===== src/hdl/soc_pkg.sv =====
package soc_pkg;

   // 32-bit Wishbone request, master to slave
   typedef struct packed {
      logic [31:0] adr;
      logic [31:0] dat;
      logic [3:0]  sel;
      logic        we;
      logic        cyc;
      logic        stb;
   } wb_m2s_t;

   // 32-bit Wishbone response
   typedef struct packed {
      logic [31:0] dat;
      logic        ack;
      logic        err;
   } wb_s2m_t;

   // 8-bit peripheral bus, no byte selects
   typedef struct packed {
      logic [31:0] adr;
      logic [7:0]  dat;
      logic        we;
      logic        cyc;
      logic        stb;
   } wb8_m2s_t;

   typedef struct packed {
      logic [7:0] dat;
      logic       ack;
      logic       err;
   } wb8_s2m_t;

   ///////////////////////////////////////////////////////////////////////
   // Address map
   ///////////////////////////////////////////////////////////////////////

   localparam int          MEM_ADR_BITS = 8;
   localparam logic [31:0] RAM_BASE     = 32'h0000_0000;
   localparam logic [31:0] RAM_MASK     = 32'h0000_03FF;
   localparam logic [31:0] UART_BASE    = 32'h9000_0000;
   localparam logic [31:0] UART_MASK    = 32'h0000_0003;

   // Serial timing, fixed bit time
   localparam int UART_CLKS_PER_BIT = 4;
   localparam int UART_CNT_BITS     =
      (UART_CLKS_PER_BIT > 1) ? $clog2(UART_CLKS_PER_BIT) : 1;

   // UART register byte offsets
   localparam logic [1:0] UART_REG_TX     = 2'd0;
   localparam logic [1:0] UART_REG_STATUS = 2'd1;

endpackage


===== src/hdl/wb_data_resize.sv =====
module wb_data_resize (
   // 32-bit side, from the interconnect
   input  soc_pkg::wb_m2s_t  wbm_m2s_i,
   output soc_pkg::wb_s2m_t  wbm_s2m_o,
   // 8-bit side, to the peripheral
   output soc_pkg::wb8_m2s_t wbs_m2s_o,
   input  soc_pkg::wb8_s2m_t wbs_s2m_i
);

   logic [1:0] lane;
   logic       lane_ok;

   // Only one-hot byte selects map onto the narrow bus
   always_comb begin
      lane_ok = 1'b1;
      case (wbm_m2s_i.sel)
         4'b0001: lane = 2'd0;
         4'b0010: lane = 2'd1;
         4'b0100: lane = 2'd2;
         4'b1000: lane = 2'd3;
         default: begin
            lane    = 2'd0;
            lane_ok = 1'b0;
         end
      endcase
   end

   always_comb begin
      wbs_m2s_o.adr = {wbm_m2s_i.adr[31:2], lane};
      wbs_m2s_o.dat = wbm_m2s_i.dat[8*lane +: 8];
      wbs_m2s_o.we  = wbm_m2s_i.we;
      wbs_m2s_o.cyc = wbm_m2s_i.cyc & lane_ok;
      wbs_m2s_o.stb = wbm_m2s_i.stb & lane_ok;
   end

   // Read byte goes back on its own lane
   always_comb begin
      wbm_s2m_o.dat = {24'd0, wbs_s2m_i.dat} << {lane, 3'b000};
      wbm_s2m_o.ack = wbs_s2m_i.ack & lane_ok;
      wbm_s2m_o.err = wbs_s2m_i.err
                    | (wbm_m2s_i.cyc & wbm_m2s_i.stb & ~lane_ok);
   end

endmodule


===== config.mk =====
export PLATFORM = sky130hd
export DESIGN_NAME = wb_data_resize
export DESIGN_NICKNAME = d
export VERILOG_FILES = /design/src/hdl/soc_pkg.sv /design/src/hdl/wb_data_resize.sv
export SDC_FILE = /design/constraint.sdc
export NUM_CORES = 1
export LEC_CHECK = 0
export CAP_MARGIN = 20
export CORE_MARGIN = 5
export CORE_UTILIZATION = 25
export DETAILED_ROUTE_END_ITERATION = 12
export DONT_BUFFER_PORTS = 1
export PLACE_DENSITY_LB_ADDON = 0.1
export REMOVE_ABC_BUFFERS = 1
export SETUP_SLACK_MARGIN = 0.02
export SLEW_MARGIN = 20
export SYNTH_ARGS = -nofsm -noshare
export SYNTH_HDL_FRONTEND = slang
export SYNTH_SLANG_ARGS = --single-unit

===== constraint.sdc =====
create_clock -name vclk -period 1.3
set_input_delay 0.13 -clock vclk [all_inputs]
set_output_delay 0.13 -clock vclk [all_outputs]
set_load 0.05 [all_outputs]

==> impl_metrics.ini <==
[drt]
drt-initial-drc-count = 60
routedWlPerCell_um = 24.38
drt-pass1-iter-count = 7
vias = 974
final_antenna_net_count = 0
viasPerCell = 5.381
wirelength_um = 4412
post-route-drc-count = 0

[place]
place_worst_setup_slack_ps = -176.2
hpwl_um = 3690
portBuffers = 0
place_congestion = 0.6707

[outcome]
violations = negative setup slack
status = complete, but fails checks

[global_route]
grt_pass1_wl_um = 6161
grt_max_degree = 17
gr-total-overflow = 0
grt_util_all_layers_pct = 18.71
grt_pass1_vias = 1017
antenna_found_initial = 0

[pwr]
leakage_nw = 0.7406
p_sw_share_pct = 55.74
p_comb_share_pct = 100.0
pwr-share-seq_pct = 0
power.density_mw_per_mm2 = 443.9
ir_drop_mv = 0.2032
p_int_uw = 303.6
p_switching_uw = 382.4
clkPwrFrac_pct = 0

[layout]
final_common_cell = buf_12
final_cell_mix = 36 x buf_12, 16 x inv_1, 16 x and3_1, 16 x buf_4, 9 x and2_1
nFlopsAndLatches = 0
drive_above_1_share_pct = 50.36
multi_input_area_um2 = 566.8
antenna_cells = 0
seqCellArea_um2 = 0
n_fill_cell = 303
final_util_pct = 49.80
clock_buffers = 0
fin_nets = 220
syn_to_final_growth_pct = 86.84

[sta]
fin_crit_ps = 1324
rsz0062_at_grt = true
setup_viol = 5
fin_crit_sh_pct = 101.8
fmax_ghz = 0.7555
tightest_slew_ps = 285.3
drv_slew = 0
setup_ws_ps = -23.57
slew_headroom_pct = 80.71
hold_ws_ps = 260.2
hold_violations = 0

[critical_path]
critPathRequiredTime_ps = 1170
critical_path_arrival_ps = 1190
path_cells = or2_4 -> a2bb2oi_4 -> a222oi_1 -> buf_4
max_stage_delay_ps = 350
critical_path.top_delay_family = compound AO/OA/AOI/OAI gates
path_max_fanout = 5
critPathKind = input port to primary output
cpMaxStageDelayCell = a222oi_1
crit_buf_inv = 1
startpoint_type = input port
end_kind = primary output

[hold_path]
hold_class = input port to primary output

[die]
fp.dieH_um = 67.52
die-area_mm2 = 0.004558
core_mm2 = 0.003103
io_pins = 158
rows = 20
start_util_pct = 26.65
die_w_um = 67.52

[synthesis]
syn-cell-area_um2 = 827.0
yosysWarningCount = 0
ys_seq_area_share_pct = 0
syn_inst = 121
ys_types = 24
avgSynthCellArea_um2 = 6.835

[clock_network]
hold_buffers = 0
post-cts-setup-buffers = 0

[run]
cap_violations = 0
[metrics by stage]
| step | area [um^2] | setup TNS, ps | power, mW | std cells |
|---|---|---|---|---|
| 6_report | 1545 | -57.81 | 0.6860 | 181 |
| 5_1_grt | 1545 | -708.6 | 0.7171 | 181 |
| 4_1_cts | 1506 | -126.1 | 0.6638 | 181 |
| 3_5_place_dp | 1456 | -1562 | 0.6379 | 180 |
| 3_3_place_gp | 1456 | -1185 | 0.6329 | 180 |
| 2_1_floorplan | 545.5 | -9776 | 0.3634 | 82 |
[power groups by stage]
stage               logic [mW]  registers, mW  clock network (mW)
floorplan                0.363              0                   0
global route             0.717              0                   0
CTS                      0.664              0                   0
global placement         0.633              0                   0
detailed placement       0.638              0                   0
finish                   0.686              0                   0
[per-layer routing]
metal | vias up | routed length (um) | track usage (%)
li1 | 417 | - | -
met4 | 0 | 0 | 0
met1 | 433 | 1453 | 19.63
met5 | - | 0 | 8.750
met3 | 0 | 1043 | 17.30
met2 | 124 | 1915 | 28.55
[Yosys cell counts (all sizes together)]
cell type / count / area (um^2)
a31o: 1 / 8.760
xnor2: 1 / 8.760
a222oi: 8 / 80.08
xor2: 1 / 8.760
or2: 1 / 8.760
nand2b: 1 / 6.260
a2bb2oi: 1 / 15.01
and3: 16 / 100.1
or2b: 1 / 7.510
inv: 16 / 60.06
nor2: 2 / 10.01
clkbuf: 4 / 15.01
nor4b: 2 / 32.53
o22ai: 8 / 50.05
and2b: 2 / 16.27
buf: 35 / 266.5
and2: 17 / 106.4
a211oi: 1 / 7.510
nor2b: 3 / 18.77
[cells by family after synthesis]
kind of cell              count (synthesis)  share of synthesized area [%]
AOI/OAI and AO/OA                        19                          19.52
and+or+nand+nor                          45                          37.07
xor gates and xnor gates                  2                          2.118
buffers and inverters                    55                          41.30
[what timing repair did]
action / CTS / global route
gates resized for setup: 4 / 11
gates cloned: 1 / 0
setup endpoints to repair: 16 / 19
pin swaps: 9 / 11
[path summary, 6_finish.rpt]
| path | start | end | depth (start not counted) |
|---|---|---|---|
| max | wbm_m2s_i[3] | wbs_m2s_o[6] | 4 |
| min | wbm_m2s_i[58] | wbs_m2s_o[30] | 0 |
[layout make-up]
| type | count | share of cell area [%] |
|---|---|---|
| Inverter | 16 | 3.887 |
| Tap cell | 44 | 3.563 |
| Timing Repair Buffer | 54 | 55.87 |
| Multi-Input combinational cell | 67 | 36.68 |
Note: power is estimated with default switching activity, not from simulation.
