[src/hdl/soc_pkg.sv]
package soc_pkg;

   // 32-bit Wishbone request, master to slave
   typedef struct packed {
      logic [31:0] adr;
      logic [31:0] dat;
      logic [3:0]  sel;
      logic        we;
      logic        cyc;
      logic        stb;
   } wb_m2s_t;

   // 32-bit Wishbone response
   typedef struct packed {
      logic [31:0] dat;
      logic        ack;
      logic        err;
   } wb_s2m_t;

   // 8-bit peripheral bus, no byte selects
   typedef struct packed {
      logic [31:0] adr;
      logic [7:0]  dat;
      logic        we;
      logic        cyc;
      logic        stb;
   } wb8_m2s_t;

   typedef struct packed {
      logic [7:0] dat;
      logic       ack;
      logic       err;
   } wb8_s2m_t;

   ///////////////////////////////////////////////////////////////////////
   // Address map
   ///////////////////////////////////////////////////////////////////////

   localparam int          MEM_ADR_BITS = 8;
   localparam logic [31:0] RAM_BASE     = 32'h0000_0000;
   localparam logic [31:0] RAM_MASK     = 32'h0000_03FF;
   localparam logic [31:0] UART_BASE    = 32'h9000_0000;
   localparam logic [31:0] UART_MASK    = 32'h0000_0003;

   // Serial timing, fixed bit time
   localparam int UART_CLKS_PER_BIT = 4;
   localparam int UART_CNT_BITS     =
      (UART_CLKS_PER_BIT > 1) ? $clog2(UART_CLKS_PER_BIT) : 1;

   // UART register byte offsets
   localparam logic [1:0] UART_REG_TX     = 2'd0;
   localparam logic [1:0] UART_REG_STATUS = 2'd1;

endpackage

[src/hdl/wb_intercon.sv]
module wb_intercon (
   input  logic             wb_clk_i,
   input  logic             rst_n_i,
   // Masters
   input  soc_pkg::wb_m2s_t ibus_m2s_i,
   output soc_pkg::wb_s2m_t ibus_s2m_o,
   input  soc_pkg::wb_m2s_t dbus_m2s_i,
   output soc_pkg::wb_s2m_t dbus_s2m_o,
   // Slaves
   output soc_pkg::wb_m2s_t mem_m2s_o,
   input  soc_pkg::wb_s2m_t mem_s2m_i,
   output soc_pkg::wb_m2s_t uart_m2s_o,
   input  soc_pkg::wb_s2m_t uart_s2m_i
);
   import soc_pkg::*;

   logic        gnt_i_q;
   logic        gnt_d_q;
   logic        done_q;
   wb_m2s_t     m2s;
   wb_s2m_t     slv_s2m;
   logic        sel_ram;
   logic        sel_uart;
   logic        sel_none;
   logic        fwd_stb;
   logic        resp_ack;
   logic        resp_err;
   logic        ibus_ack_q;
   logic        ibus_err_q;
   logic        dbus_ack_q;
   logic        dbus_err_q;
   logic [31:0] resp_dat_q;

   // Granted master's request or an idle bus
   always_comb begin
      m2s = '0;
      if (gnt_d_q) begin
         m2s = dbus_m2s_i;
      end else if (gnt_i_q) begin
         m2s = ibus_m2s_i;
      end
   end

   // Address decode
   assign sel_ram  = (m2s.adr & ~RAM_MASK) == RAM_BASE;
   assign sel_uart = (m2s.adr & ~UART_MASK) == UART_BASE;
   assign sel_none = ~sel_ram & ~sel_uart;

   // Strobe stays blocked from the answer until the master drops it
   assign fwd_stb = m2s.cyc & m2s.stb & ~done_q;

   always_comb begin
      mem_m2s_o      = m2s;
      mem_m2s_o.cyc  = m2s.cyc & sel_ram;
      mem_m2s_o.stb  = fwd_stb & sel_ram;
      uart_m2s_o     = m2s;
      uart_m2s_o.cyc = m2s.cyc & sel_uart;
      uart_m2s_o.stb = fwd_stb & sel_uart;
   end

   always_comb begin
      slv_s2m = '0;
      if (sel_ram) begin
         slv_s2m = mem_s2m_i;
      end else if (sel_uart) begin
         slv_s2m = uart_s2m_i;
      end
   end

   // Unmapped space gets err from here
   assign resp_ack = fwd_stb & slv_s2m.ack;
   assign resp_err = fwd_stb & (slv_s2m.err | sel_none);

   ///////////////////////////////////////////////////////////////////////
   // Grant and response registers
   ///////////////////////////////////////////////////////////////////////

   always_ff @(posedge wb_clk_i or negedge rst_n_i) begin
      if (!rst_n_i) begin
         gnt_i_q    <= 1'b0;
         gnt_d_q    <= 1'b0;
         done_q     <= 1'b0;
         ibus_ack_q <= 1'b0;
         ibus_err_q <= 1'b0;
         dbus_ack_q <= 1'b0;
         dbus_err_q <= 1'b0;
      end else begin
         // Data master wins a tie
         if (!gnt_i_q && !gnt_d_q) begin
            gnt_d_q <= dbus_m2s_i.cyc;
            gnt_i_q <= ~dbus_m2s_i.cyc & ibus_m2s_i.cyc;
         end else if (!m2s.cyc) begin
            gnt_d_q <= 1'b0;
            gnt_i_q <= 1'b0;
         end
         if (resp_ack || resp_err) begin
            done_q <= 1'b1;
         end else if (!m2s.stb) begin
            done_q <= 1'b0;
         end
         ibus_ack_q <= gnt_i_q & resp_ack;
         ibus_err_q <= gnt_i_q & resp_err;
         dbus_ack_q <= gnt_d_q & resp_ack;
         dbus_err_q <= gnt_d_q & resp_err;
      end
   end

   always_ff @(posedge wb_clk_i) begin
      if (resp_ack) begin
         resp_dat_q <= slv_s2m.dat;
      end
   end

   always_comb begin
      ibus_s2m_o.dat = resp_dat_q;
      ibus_s2m_o.ack = ibus_ack_q;
      ibus_s2m_o.err = ibus_err_q;
      dbus_s2m_o.dat = resp_dat_q;
      dbus_s2m_o.ack = dbus_ack_q;
      dbus_s2m_o.err = dbus_err_q;
   end

   // A response only reaches the master that still owns the bus
   a_single_grant: assert property (@(posedge wb_clk_i) disable iff (!rst_n_i)
      !(gnt_i_q && gnt_d_q)
      && (!(ibus_s2m_o.ack || ibus_s2m_o.err) || gnt_i_q)
      && (!(dbus_s2m_o.ack || dbus_s2m_o.err) || gnt_d_q));

   a_ibus_resp: assert property (@(posedge wb_clk_i) disable iff (!rst_n_i)
      !(ibus_s2m_o.ack && ibus_s2m_o.err));

   a_dbus_resp: assert property (@(posedge wb_clk_i) disable iff (!rst_n_i)
      !(dbus_s2m_o.ack && dbus_s2m_o.err));

endmodule

[config.mk]
export PLATFORM = sky130hd
export DESIGN_NAME = wb_intercon
export DESIGN_NICKNAME = d
export VERILOG_FILES = /design/src/hdl/soc_pkg.sv /design/src/hdl/wb_intercon.sv
export SDC_FILE = /design/constraint.sdc
export NUM_CORES = 1
export LEC_CHECK = 0
export BUFFER_PORTS_ARGS = -buffer_cell sky130_fd_sc_hd__buf_2
export CORE_AREA = 4 4 160 162
export DETAILED_ROUTE_END_ITERATION = 10
export DIE_AREA = 0 0 164 166
export MAX_ROUTING_LAYER = met4
export SLEW_MARGIN = 5
export SYNTH_ARGS = -nofsm -noshare
export SYNTH_HDL_FRONTEND = slang
export SYNTH_SLANG_ARGS = --single-unit
[constraint.sdc]
create_clock -name wb_clk_i -period 2.78 [get_ports wb_clk_i]
set_input_delay 0.139 -clock wb_clk_i [delete_from_list [all_inputs] [get_ports wb_clk_i]]
set_output_delay 0.139 -clock wb_clk_i [all_outputs]
set_load 0.05 [all_outputs]
==> impl_metrics.yaml <==
routing:
  drt-pass1-iter-count: 4
  vias: 3996
  ant_nets: 0
  drt_iter0_drc: 144
  wl_per_cell_um: 18.67
  drc: 0
  vias_per_cell: 4.115
  wl_mm: 18.13
setup_path:
  crit_path_end_kind: "register"
  crit_type: "reg -> reg"
  start_kind: "register"
  worst-path-buf-inv: 2
  cp_data_arrival_time_ns: 2.56
  slowest_delay_ns: 0.56
  cp_max_fo: 32
  cp_top_family: "compound AO/OA/AOI/OAI gates"
  slowest_stage: "or4b_4"
  reg2regPathDepth: 6
  reg2reg_slack_ns: 0.19
  timing.rr.start: "gnt_d_q"
  cp.required_ns: 2.75
  reg2reg_to: "resp_dat_q[14]"
  crit_path_cell_trace: "nand3b_1 -> a222oi_1 -> or4b_4 -> o32a_4 -> clkinvlp_4 -> buf_12"
floorplan:
  die-area_sq_um: 27220
  core.rowCount: 57
  pin_count: 422
  die_h_um: 166
  coreArea_sq_um: 24110
  start_util_pct: 13.75
  die_x_um: 164
global_route:
  grt_usage_pct: 12.48
  antenna_found_initial: 5
  grt_pass1_vias: 3904
  grt_max_degree: 68
  grt_overflow: 0
  grt_pass1_wl_mm: 24.91
cells_and_area:
  stdcell_count: 971
  fin_nets: 857
  areaGrowthSynthToFinish_pct: 58.47
  layout-drive-gt1-share_pct: 69.46
clocking:
  htreeDepth: 2
  cts_buffer_depth: 2
  cts_resized: 0
  clk_pin_slew_worst_paths_ns: 0.06
  clk-insertion-delay-late_ns: 0.28
  cts.sinks: 39
  root_buffer: "clkbuf_16"
  numCtsBuffers: 5
  cts_tree: "built"
place:
  hpwl_mm: 16.17
  gp_congestion: 0.9291
  post-place-ws_ns: 0.09657
  io_buffers: 421
  dp_cells: 960
timing:
  whs_ns: 0.09370
  fmaxAchievable_mhz: 386.5
  finalMaxSlewViolations: 0
  final.setup.tns_ns: 0
  finalSetupViolations: 0
  post-route-min-period_ns: 2.587
  setup_ws_ns: 0.1927
  worst_pin_slew_ns: 0.4670
  grt_setup_unrepaired: "false"
  finClkSkew_ns: 0.007804
  finalCritPeriodShare_pct: 93.07
  hold_viol: 0
  slew_headroom_pct: 68.87
synth:
  ys_seq_elements: 39
  postSynthAreaPerCell_sq_um: 9.953
  synth_seq_area_share_pct: 34.28
  yosys_warnings: 0
  synthCells: 333
  yosys.cell_types.count: 33
  syn_nets: 545
  synth_area_sq_um: 3314
power:
  leakage_nw: 2.697
  power.density_nw_per_um2: 540.5
  power_mw: 2.839
  ir_drop_v: 0.0002864
min_path:
  whs_endpoint: "gnt_i_q"
  hold_path_class: "in -> reg"
  hp-start: "dbus_m2s_i[1]"
  holdPathStages: 2
outcome:
  status: "completed"
job:
  maxCapViolCount: 0
[synthesized netlist by cell type (all sizes together)]
master,n,area [sq um]
and2,2,12.51
nor4,11,68.82
or2,1,8.760
nor2b,1,6.260
nand2,10,37.54
or4b,1,13.76
o21ai,9,45.04
nand3b,2,15.01
mux2i,1,10.01
a222oi,1,10.01
nand2b,1,6.260
a41oi,2,17.52
a22o,98,859.6
or4,2,15.01
inv,3,11.26
nor3,6,30.03
clkbuf,16,60.06
edfxtp,32,960.9
a22oi,2,15.01
o22ai,1,6.260
a21oi,2,10.01
nand4b,1,8.760
buf,111,833.3
o32a,1,22.52
dfrtp,7,175.2
nand3,1,5.000
o211ai,2,15.01
nor2,6,35.03
[state kept, by name (all words and copies together) (netlist names)]
| register | count |
|---|---|
| ibus_err_q | 1 |
| dbus_err_q | 1 |
| gnt_i_q | 1 |
| done_q | 1 |
| gnt_d_q | 1 |
| ibus_ack_q | 1 |
| resp_dat_q | 32 |
| dbus_ack_q | 1 |
[placed cells by master (no fill, tap or decap), types with 2 or more instances in the layout]
master | netlist | layout
or4_1 | 2 | 2
buf_2 | 0 | 420
nor2_4 | 1 | 2
clkbuf_16 | 0 | 5
inv_1 | 3 | 2
nand2_1 | 10 | 10
a22o_1 | 97 | 97
diode_2 | 0 | 2
a22oi_1 | 2 | 2
nor2_2 | 2 | 2
edfxtp_1 | 32 | 32
o21ai_0 | 9 | 9
nor3_1 | 6 | 5
a21oi_1 | 2 | 2
o211ai_1 | 2 | 2
a41oi_1 | 2 | 2
nor2_1 | 3 | 2
nand3b_1 | 2 | 2
and2_1 | 2 | 2
nor4_1 | 11 | 11
dfrtp_1 | 7 | 6
buf_4 | 105 | 7
buf_12 | 0 | 4
[per-stage QoR]
| step | instance area, sq um | utilization [%] |
|---|---|---|
| after floorplan | 3318 | - |
| after global placement | 5071 | 21.04 |
| after detailed placement | 5071 | 21.04 |
| after CTS | 5240 | 21.74 |
| after global routing | 5250 | 21.78 |
| final | 5253 | 21.79 |
[how the worst max path moves through the flow]
stage	startpoint	endpoint	slack (ns)	cells after the start
final	gnt_d_q	resp_dat_q[14]	0.19	6
after global routing	gnt_d_q	resp_dat_q[14]	0.03	6
after detailed placement	dbus_m2s_i[44]	resp_dat_q[13]	0.1	7
after floorplan	gnt_d_q	uart_m2s_o[51]	0.11	5
after global placement	dbus_m2s_i[44]	resp_dat_q[13]	0.14	7
after CTS	gnt_d_q	resp_dat_q[13]	0.12	6
[routing by layer]
metal	share of wire (%)	up-vias	global-route usage (%)
li1	-	1812	-
met1	40	1861	15.09
met2	49	295	21.63
met3	9.2	28	2.631
met4	1.6	0	2.152
met5	0	-	-
[cell type report]
| class | instances | area, sq um |
|---|---|---|
| diodes | 2 | 5.005 |
| inverters | 3 | 15.01 |
| fillers | 2729 | 18850 |
| repair buffers | 432 | 2245 |
| clock inverters | 1 | 30.03 |
| flip-flops and latches | 39 | 1137 |
| well taps | 324 | 405.4 |
| clock buffers | 6 | 128.9 |
| multi-input cells | 164 | 1286 |
[report_power, final]
part | switching [mW] | internal (mW)
sequential | 0.0104 | 0.647
clock | 0.211 | 0.418
combinational | 1.16 | 0.391
[worst register-to-register path, delay by kind of cell, from the launching register on]
| family | cells | cell delay (ns) |
|---|---|---|
| AO/OA/AOI/OAI | 2 | 0.76 |
| buffers and inverters | 2 | 0.28 |
| flip-flops | 1 | 0.46 |
| AND/OR/NAND/NOR | 2 | 0.75 |
[kinds of logic after synthesis]
logic type	count (synthesis)	share of synthesized area, %
flops	39	34.28
mux	1	0.3020
buf+inv	130	27.29
compound gates	118	30.20
simple gates	45	7.927
[repair_timing]
action	4_1_cts	5_1_grt
buffers inserted	0	1
setup endpoints to repair	0	32
hold endpoints to repair	7	0
hold buffers	1	0
Power figures use the tool's default switching activity.
