### src/hdl/soc_pkg.sv
package soc_pkg;

   // 32-bit Wishbone request, master to slave
   typedef struct packed {
      logic [31:0] adr;
      logic [31:0] dat;
      logic [3:0]  sel;
      logic        we;
      logic        cyc;
      logic        stb;
   } wb_m2s_t;

   // 32-bit Wishbone response
   typedef struct packed {
      logic [31:0] dat;
      logic        ack;
      logic        err;
   } wb_s2m_t;

   // 8-bit peripheral bus, no byte selects
   typedef struct packed {
      logic [31:0] adr;
      logic [7:0]  dat;
      logic        we;
      logic        cyc;
      logic        stb;
   } wb8_m2s_t;

   typedef struct packed {
      logic [7:0] dat;
      logic       ack;
      logic       err;
   } wb8_s2m_t;

   ///////////////////////////////////////////////////////////////////////
   // Address map
   ///////////////////////////////////////////////////////////////////////

   localparam int          MEM_ADR_BITS = 8;
   localparam logic [31:0] RAM_BASE     = 32'h0000_0000;
   localparam logic [31:0] RAM_MASK     = 32'h0000_03FF;
   localparam logic [31:0] UART_BASE    = 32'h9000_0000;
   localparam logic [31:0] UART_MASK    = 32'h0000_0003;

   // Serial timing, fixed bit time
   localparam int UART_CLKS_PER_BIT = 4;
   localparam int UART_CNT_BITS     =
      (UART_CLKS_PER_BIT > 1) ? $clog2(UART_CLKS_PER_BIT) : 1;

   // UART register byte offsets
   localparam logic [1:0] UART_REG_TX     = 2'd0;
   localparam logic [1:0] UART_REG_STATUS = 2'd1;

endpackage

### src/hdl/wb_uart_tx.sv
module wb_uart_tx (
   input  logic              wb_clk_i,
   input  logic              rst_n_i,
   input  soc_pkg::wb8_m2s_t wb_m2s_i,
   output soc_pkg::wb8_s2m_t wb_s2m_o,
   output logic              tx_o
);
   import soc_pkg::*;

   logic                     ack_q;
   logic [7:0]               rd_dat_q;
   logic [7:0]               tx_hold_q;
   logic                     busy_q;
   logic [UART_CNT_BITS-1:0] clk_cnt_q;
   logic [3:0]               bit_idx_q;
   logic [9:0]               shift_q;
   logic                     req;
   logic                     is_tx;
   logic                     bit_end;
   logic                     frame_end;
   logic                     take;
   logic                     tx_load;

   assign req   = wb_m2s_i.cyc & wb_m2s_i.stb & ~ack_q;
   // Only offset bit 0 is decoded
   assign is_tx = wb_m2s_i.adr[0] == UART_REG_TX[0];

   assign bit_end   = busy_q && (clk_cnt_q == UART_CNT_BITS'(UART_CLKS_PER_BIT - 1));
   assign frame_end = bit_end && (bit_idx_q == 4'd9);

   // TX write waits for the stop bit of the running frame
   assign take    = req & (~(wb_m2s_i.we & is_tx) | ~busy_q | frame_end);
   assign tx_load = take & wb_m2s_i.we & is_tx;

   ///////////////////////////////////////////////////////////////////////
   // Register access
   ///////////////////////////////////////////////////////////////////////

   always_ff @(posedge wb_clk_i or negedge rst_n_i) begin
      if (!rst_n_i) begin
         ack_q     <= 1'b0;
         tx_hold_q <= 8'd0;
      end else begin
         ack_q <= take;
         if (tx_load) begin
            tx_hold_q <= wb_m2s_i.dat;
         end
      end
   end

   always_ff @(posedge wb_clk_i) begin
      if (take) begin
         rd_dat_q <= is_tx ? tx_hold_q : {7'd0, busy_q};
      end
   end

   always_comb begin
      wb_s2m_o.dat = rd_dat_q;
      wb_s2m_o.ack = ack_q;
      wb_s2m_o.err = 1'b0;
   end

   ///////////////////////////////////////////////////////////////////////
   // Serial shifter
   ///////////////////////////////////////////////////////////////////////

   always_ff @(posedge wb_clk_i or negedge rst_n_i) begin
      if (!rst_n_i) begin
         busy_q    <= 1'b0;
         clk_cnt_q <= '0;
         bit_idx_q <= 4'd0;
         shift_q   <= '1;
      end else if (tx_load) begin
         // Stop, data LSB first, start
         shift_q   <= {1'b1, wb_m2s_i.dat, 1'b0};
         busy_q    <= 1'b1;
         clk_cnt_q <= '0;
         bit_idx_q <= 4'd0;
      end else if (busy_q) begin
         if (bit_end) begin
            clk_cnt_q <= '0;
            shift_q   <= {1'b1, shift_q[9:1]};
            if (frame_end) begin
               busy_q <= 1'b0;
            end else begin
               bit_idx_q <= bit_idx_q + 4'd1;
            end
         end else begin
            clk_cnt_q <= clk_cnt_q + 1'b1;
         end
      end
   end

   assign tx_o = shift_q[0];

   a_idle_line: assert property (@(posedge wb_clk_i) disable iff (!rst_n_i)
      !busy_q |-> tx_o);

endmodule

### config.mk
export PLATFORM = sky130hd
export DESIGN_NAME = wb_uart_tx
export DESIGN_NICKNAME = d
export VERILOG_FILES = /design/src/hdl/soc_pkg.sv /design/src/hdl/wb_uart_tx.sv
export SDC_FILE = /design/constraint.sdc
export NUM_CORES = 1
export LEC_CHECK = 0
export ABC_AREA = 1
export BUFFER_PORTS_ARGS = -buffer_cell sky130_fd_sc_hd__buf_4
export CORE_UTILIZATION = 30
export DETAILED_ROUTE_END_ITERATION = 12
export SLEW_MARGIN = 10
export SYNTH_ARGS = -nofsm -noshare
export SYNTH_HDL_FRONTEND = slang
export SYNTH_SLANG_ARGS = --single-unit
### constraint.sdc
create_clock -name wb_clk_i -period 2.8 [get_ports wb_clk_i]
set_clock_uncertainty 0.15 [all_clocks]
set_input_delay 0.42 -clock wb_clk_i [delete_from_list [all_inputs] [get_ports wb_clk_i]]
set_output_delay 0.42 -clock wb_clk_i [all_outputs]
set_load 0.02 [all_outputs]
==> results of run 1 <==
[state kept, by name, summed over array words and instances (netlist names)]
signal and count:
tx_hold_q 8, shift_q 9, clk_cnt_q 2, rd_dat_q 8, bit_idx_q 4, ack_q 1, busy_q 1
[layout make-up]
cell class	instances	area (um^2)	share of cell area (%)
Clock buffer	5	68.8	3.50
Clock inverter	3	65.1	3.31
Inverter	29	109	5.54
Multi-Input combinational cell	113	553	28.1
Sequential cell	33	877	44.6
Tap cell	70	87.6	4.46
Timing Repair Buffer	27	205	10.4
[cell families after synthesis]
group           after synthesis  synth area share, %
compound gates               10                 3.93
xor+xnor                      3                 1.65
fa+ha+maj                     3                 2.36
buf+inv                      36                 10.1
flops                        33                 55.2
other cells                   1                0.236
simple gates                 96                 26.6
[power by group through the flow]
stage                     logic [mW]  clock network [mW]  registers [mW]
after floorplan                0.416                   0           0.791
after global placement         0.537                   0           0.788
after detailed placement       0.553                   0           0.791
after CTS                      0.558               0.544           0.782
after global routing           0.647               0.560           0.801
final                          0.547               0.530           0.781
[worst max-delay path, delay by kind of cell (launching register included)]
kind	cells	cell delay [ns]
flops	1	0.40
fa+ha+maj	1	0.23
buf+inv	1	0.28
compound gates	2	0.28
simple gates	5	0.67
[path summary, 6_finish.rpt]
kind / startpoint / endpoint
min in group asynchronous: rst_n_i / bit_idx_q[3]
max in group asynchronous: rst_n_i / shift_q[8]
worst max-delay path: clk_cnt_q[0] / bit_idx_q[1]
worst min-delay path: wb_m2s_i[10] / shift_q[8]
worst max register to register: clk_cnt_q[0] / bit_idx_q[1]
worst min register to register: shift_q[1] / shift_q[1]
[timing repair]
item	CTS	global route
hold buffers	1	0
resized for setup	0	0
buffers inserted	0	0
hold endpoints to repair	16	0
[per-layer routing]
layer  share of wire (%)  global-route usage (%)  wire length [um]
met1                  48                    14.5              1370
met2                  47                    19.2              1350
met3                 4.0                    3.75               114
met4                 1.4                    4.40                40
met5                   0                       0                 0
[placed cells by master (no fill, tap or decap), drive strengths merged]
cell type and n:
buf 26, xnor2 1, nand2 65, dfstp 9, conb 1, a21boi 1
bufinv 2, xor2 2, or2 1, nand3b 1, o21bai 2, dfrtp 16
dlygate4sd3 1, nand3 7, o21ai 4, clkinv 1, a21oi 1, o211ai 2
inv 29, nor2 15, clkbuf 5, ha 3, nand4 7, edfxtp 8
==> reports/qor.yml, run 1 <==
synth_area_leader_cell: "dfrtp_1"
dpl.hpwl_um: 2110
synth_edf_count: 8
path_cells: "ha_1 -> nand2_2 -> nor2_2 -> nand2_2 -> nand2_4 -> nand3_2 -> buf_4 -> o21ai_1 -> o21bai_1"
combinationalPowerShare_pct: 29.4
hold_depth: 3
finalWorstSetupSlack_ns: 0.707
rsz0062_at_grt: "false"
min_period_ns: 2.09
grt_pass1_wl_um: 4830
grt_max_degree: 26
syn2layout_area_growth_pct: 23.6
cellLeakagePower_nw: 1.05
switchingPower_uw: 586
power_frac_clock_pct: 28.5
synth.distinct_cells: 29
finalMaxSlewViolations: 0
p_seq_share_pct: 42.1
p_per_area_nw_per_um2: 945
coreArea_um2: 5110
clk_pin_slew_worst_paths_ns: 0.07
r2r_slack_ns: 0.71
yosysWarningCount: 0
routed-via-count: 1177
fill_cells: 530
timing.final.crit_share_pct: 74.8
io_buffers: 23
hp-class: "input port to register"
finalHoldViolCount: 0
synthTopCellsByArea: "dfrtp_1 (25%), edfxtp_1 (15%), dfstp_2 (15%)"
numCtsBuffers: 5
synth_flop_cell: "dfrtp_1"
final_antenna_net_count: 0
initial_core_util_pct: 31.1
syn-cell-area_um2: 1590
dieArea_um2: 5600
crit_path_max_incr_delay_ns: 0.40
crit_path_frequent_cell: "nand2_2"
wl_um: 2870
syn_nets: 230
critPathCaptureType: "register"
fin_nets: 257
antennaDiodeCount: 0
grt_pass1_vias: 1108
io_pins: 56
power.total_mw: 1.86
path_class: "register to register"
placed_cell_area_um2: 1820
clock-root-buffer: "clkbuf_8"
final_layout_size_suffix_gt1_share_pct: 25.2
p_int_mw: 1.27
num_rows: 26
max_cap_violations: 0
chipHeight_um: 74.8
cts_tree: "done"
antenna_found_initial: 0
setup_viol: 0
max_freq_mhz: 478
cts.sinks: 33
synth_area_per_cell_um2: 8.74
ir_worst_vdd_mv: 0.419
firstDrtPassIters: 4
status: "finished clean"
final_area_um2: 1970
r2r_cells: 9
grt_usage_pct: 11.7
post-place-ws_ns: 0.694
switching_share_pct: 31.6
path_max_fanout: 20
grt_remaining_overflow: 0
ys_top_cells_by_count: "nand2_1 (61), inv_1 (27), dfrtp_1 (16)"
fin_hold_ws_ns: 0.216
die_x_um: 74.8
via_per_inst: 4.20
worstPathRequired_ns: 2.86
gp_congestion: 0.755
yosys.cell_count.top_type: "nand2_1"
post-route-util_pct: 38.5
clk_latency_ns: 0.28
ys_seq_elements: 33
setup_tns_ns: 0
drc: 0
cts_buffer_depth: 2
synth_top_area_share_pct: 25.2
numPlacedInstances: 271
synth_cells: 182
ys_seq_area_share_pct: 55.2
wl_per_cell_um: 10.3
stdcell_count: 280
worst_ep_arrival_time_ns: 2.15
ys_async_sr_fraction_pct: 75.8
dr.first_iter.drc_count: 40
cp_slowest_cell: "dfrtp_1"
htree_num_levels: 2
cp-start-kind: "register"
Power figures use the tool's default switching activity.
==> run 2, diff against run 1 <==
==> constraint.sdc (replaced) <==
create_clock -name wb_clk_i -period 2.05 [get_ports wb_clk_i]
set_clock_uncertainty 0.15 [all_clocks]
set_input_delay 0.3075 -clock wb_clk_i [delete_from_list [all_inputs] [get_ports wb_clk_i]]
set_output_delay 0.3075 -clock wb_clk_i [all_outputs]
set_load 0.02 [all_outputs]
==> run 2 against run 1 <==
  * Routed wire length shrank 3.4%
  * Maximum frequency is 16% higher
  * Final area increased by 1.0%
  * Register-to-register slack got worse by 0.47 ns
  * Global-route usage up 0.57 points
  * First-iteration DRC count increased by 33%
  * Utilization grew 0.39 points
  * Die area unchanged
  * Sequential power rose by 37%
  * Sequential cell count is the same
  * Combinational power rose by 37%
  * Cell count grew 0.36%
==> reports/qor.yml, run 2 (synthesis gave the netlist of run 1 again) <==
status: "finished clean"
grt_max_degree: 26  # unchanged
setup_viol: 0  # unchanged
clk_pin_slew_worst_paths_ns: 0.07  # about the same
dr.first_iter.drc_count: 53  # +33%
r2r_slack_ns: 0.24  # -0.47 ns
layout_common_cells: "nand2_1 (61), inv_1 (27), buf_4 (26)"
worst_ep_arrival_time_ns: 1.84  # -0.31 ns
final_antenna_net_count: 0  # unchanged
worstPathRequired_ns: 2.08  # -0.78 ns
gp_congestion: 0.762  # +0.90%
grt_pass1_vias: 1101  # -0.63%
path_class: "register to register"
fill_cells: 515  # -2.8%
grt_usage_pct: 12.3  # +0.57 points
cp-startpoint: "bit_idx_q[1]"
post_cts_buffers: 0  # unchanged
power.total_mw: 2.54  # +37%
critPathCaptureType: "register"
top_register: "shift_q"
finalMaxSlewViolations: 0  # unchanged
final_common_cell: "nand2_1"
io_pins: 56  # unchanged
reg2reg_from: "bit_idx_q[1]"
path_max_fanout: 23  # +15%
via_per_inst: 4.10  # -2.4%
antennaDiodeCount: 0  # unchanged
grt_pass1_wl_um: 4950  # +2.4%
final_layout_size_suffix_gt1_share_pct: 25.6  # +0.35 points
wl_um: 2780  # -3.4%
finalWorstSetupSlack_ns: 0.239  # -0.467 ns
antenna_found_initial: 0  # unchanged
layout_top_registers: "shift_q: 9 flops, rd_dat_q: 8 flops, tx_hold_q: 8 flops"
p_per_area_nw_per_um2: 1280  # +35%
multi_input_area_um2: 553  # unchanged
largest_reg_flops: 9  # unchanged
num_rows: 26  # unchanged
firstDrtPassIters: 4  # unchanged
cts_buffer_depth: 2  # unchanged
syn2layout_area_growth_pct: 24.9
cts.sinks: 33  # unchanged
dieArea_um2: 5600  # unchanged
numCtsBuffers: 5  # unchanged
cellLeakagePower_nw: 1.06  # +1.0%
r2r_cells: 10  # +1
io_buffers: 23  # unchanged
min_period_ns: 1.81  # -0.283 ns
timing.final.crit_share_pct: 88.3  # +14 points
routed-via-count: 1153  # -2.0%
cp-start-kind: "register"
setup_tns_ns: 0  # unchanged
rr_endpoint: "bit_idx_q[0]"
finalHoldViolCount: 0  # unchanged
coreArea_um2: 5110  # unchanged
ir_worst_vdd_mv: 0.570  # +36%
post-place-ws_ns: 0.254  # -0.440 ns
drc: 0  # unchanged
wl_per_cell_um: 9.88  # -3.8%
max_freq_mhz: 552  # +16%
grt_remaining_overflow: 0  # unchanged
chipHeight_um: 74.8  # unchanged
initial_core_util_pct: 31.1  # unchanged
clock-root-buffer: "clkbuf_8"
die_x_um: 74.8  # unchanged
htree_num_levels: 2  # unchanged
cts_tree: "done"
clk_latency_ns: 0.29  # about the same
fin_nets: 258  # +0.39%
dpl.hpwl_um: 1980  # -5.8%
max_cap_violations: 0  # unchanged
seq_area_um2: 877  # unchanged
hp-class: "input port to register"
endpoint: "bit_idx_q[0]"
rsz0062_at_grt: "false"
-- run 2: cell types whose count changed in the layout (fill, tap and decap cells not counted) --
| cell | before | now |
|---|---|---|
| buf_12 | 0 | 1 |
-- run 2: how the worst min path moves through the flow --
stage	start	end	depth (start not counted)	slack (ns)
after floorplan	rst_n_i	ack_q	0	-0.14
after CTS	wb_m2s_i[10]	shift_q[8]	3	0.09
after detailed placement	rst_n_i	ack_q	1	0.08
final	wb_m2s_i[10]	shift_q[8]	3	0.10
after global routing	wb_m2s_i[10]	shift_q[8]	3	0.13
after global placement	rst_n_i	tx_hold_q[2]	1	0.08
-- run 2: power breakdown --
| part | internal [mW] | switching [mW] |
|---|---|---|
| sequential | 0.949 | 0.119 |
| clock | 0.483 | 0.240 |
| combinational | 0.319 | 0.429 |
| total | 1.75 | 0.788 |
-- run 2: final cells by class --
class	count	area share (%)
flip-flops and latches	33	44.2
multi-input cells	113	27.9
repair buffers	28	11.3
inverters	29	5.48
well taps	70	4.41
clock buffers	5	3.47
clock inverters	3	3.28
-- run 2: routing by layer --
metal / vias up / routed length [um] / global-route usage [%]
met5: - / 0 / 0
met4: 0 / 72 / 7.55
met3: 8 / 111 / 3.75
met2: 18 / 1260 / 19.2
met1: 517 / 1330 / 14.9
li1: 610 / - / -
-- run 2: worst max-delay path, cell delays in order (launching register included) --
cell and delay (ns):
dfrtp_1 0.39, inv_1 0.08, ha_1 0.17, nand2_1 0.05, inv_1 0.06, nand2_2 0.08
nand2_4 0.11, nand3_2 0.18, buf_12 0.23, o21ai_1 0.12, o21bai_1 0.08
-- run 2: timing repair --
action | in CTS | in global routing
gates resized for setup | 0 | 0
hold endpoints to repair | 16 | 0
hold buffers | 1 | 0
endpoints found under the setup margin | 0 | 0
-- run 2: metrics by stage --
step           util, %  hold slack [ns]  instances  area (um^2)
6_report          38.9            0.104        281         1990
3_3_place_gp      36.1           0.0833        272         1840
5_1_grt           38.9            0.134        281         1990
4_1_cts           38.9           0.0941        281         1990
3_5_place_dp      36.1           0.0839        272         1840
2_1_floorplan        -           -0.138        182         1590
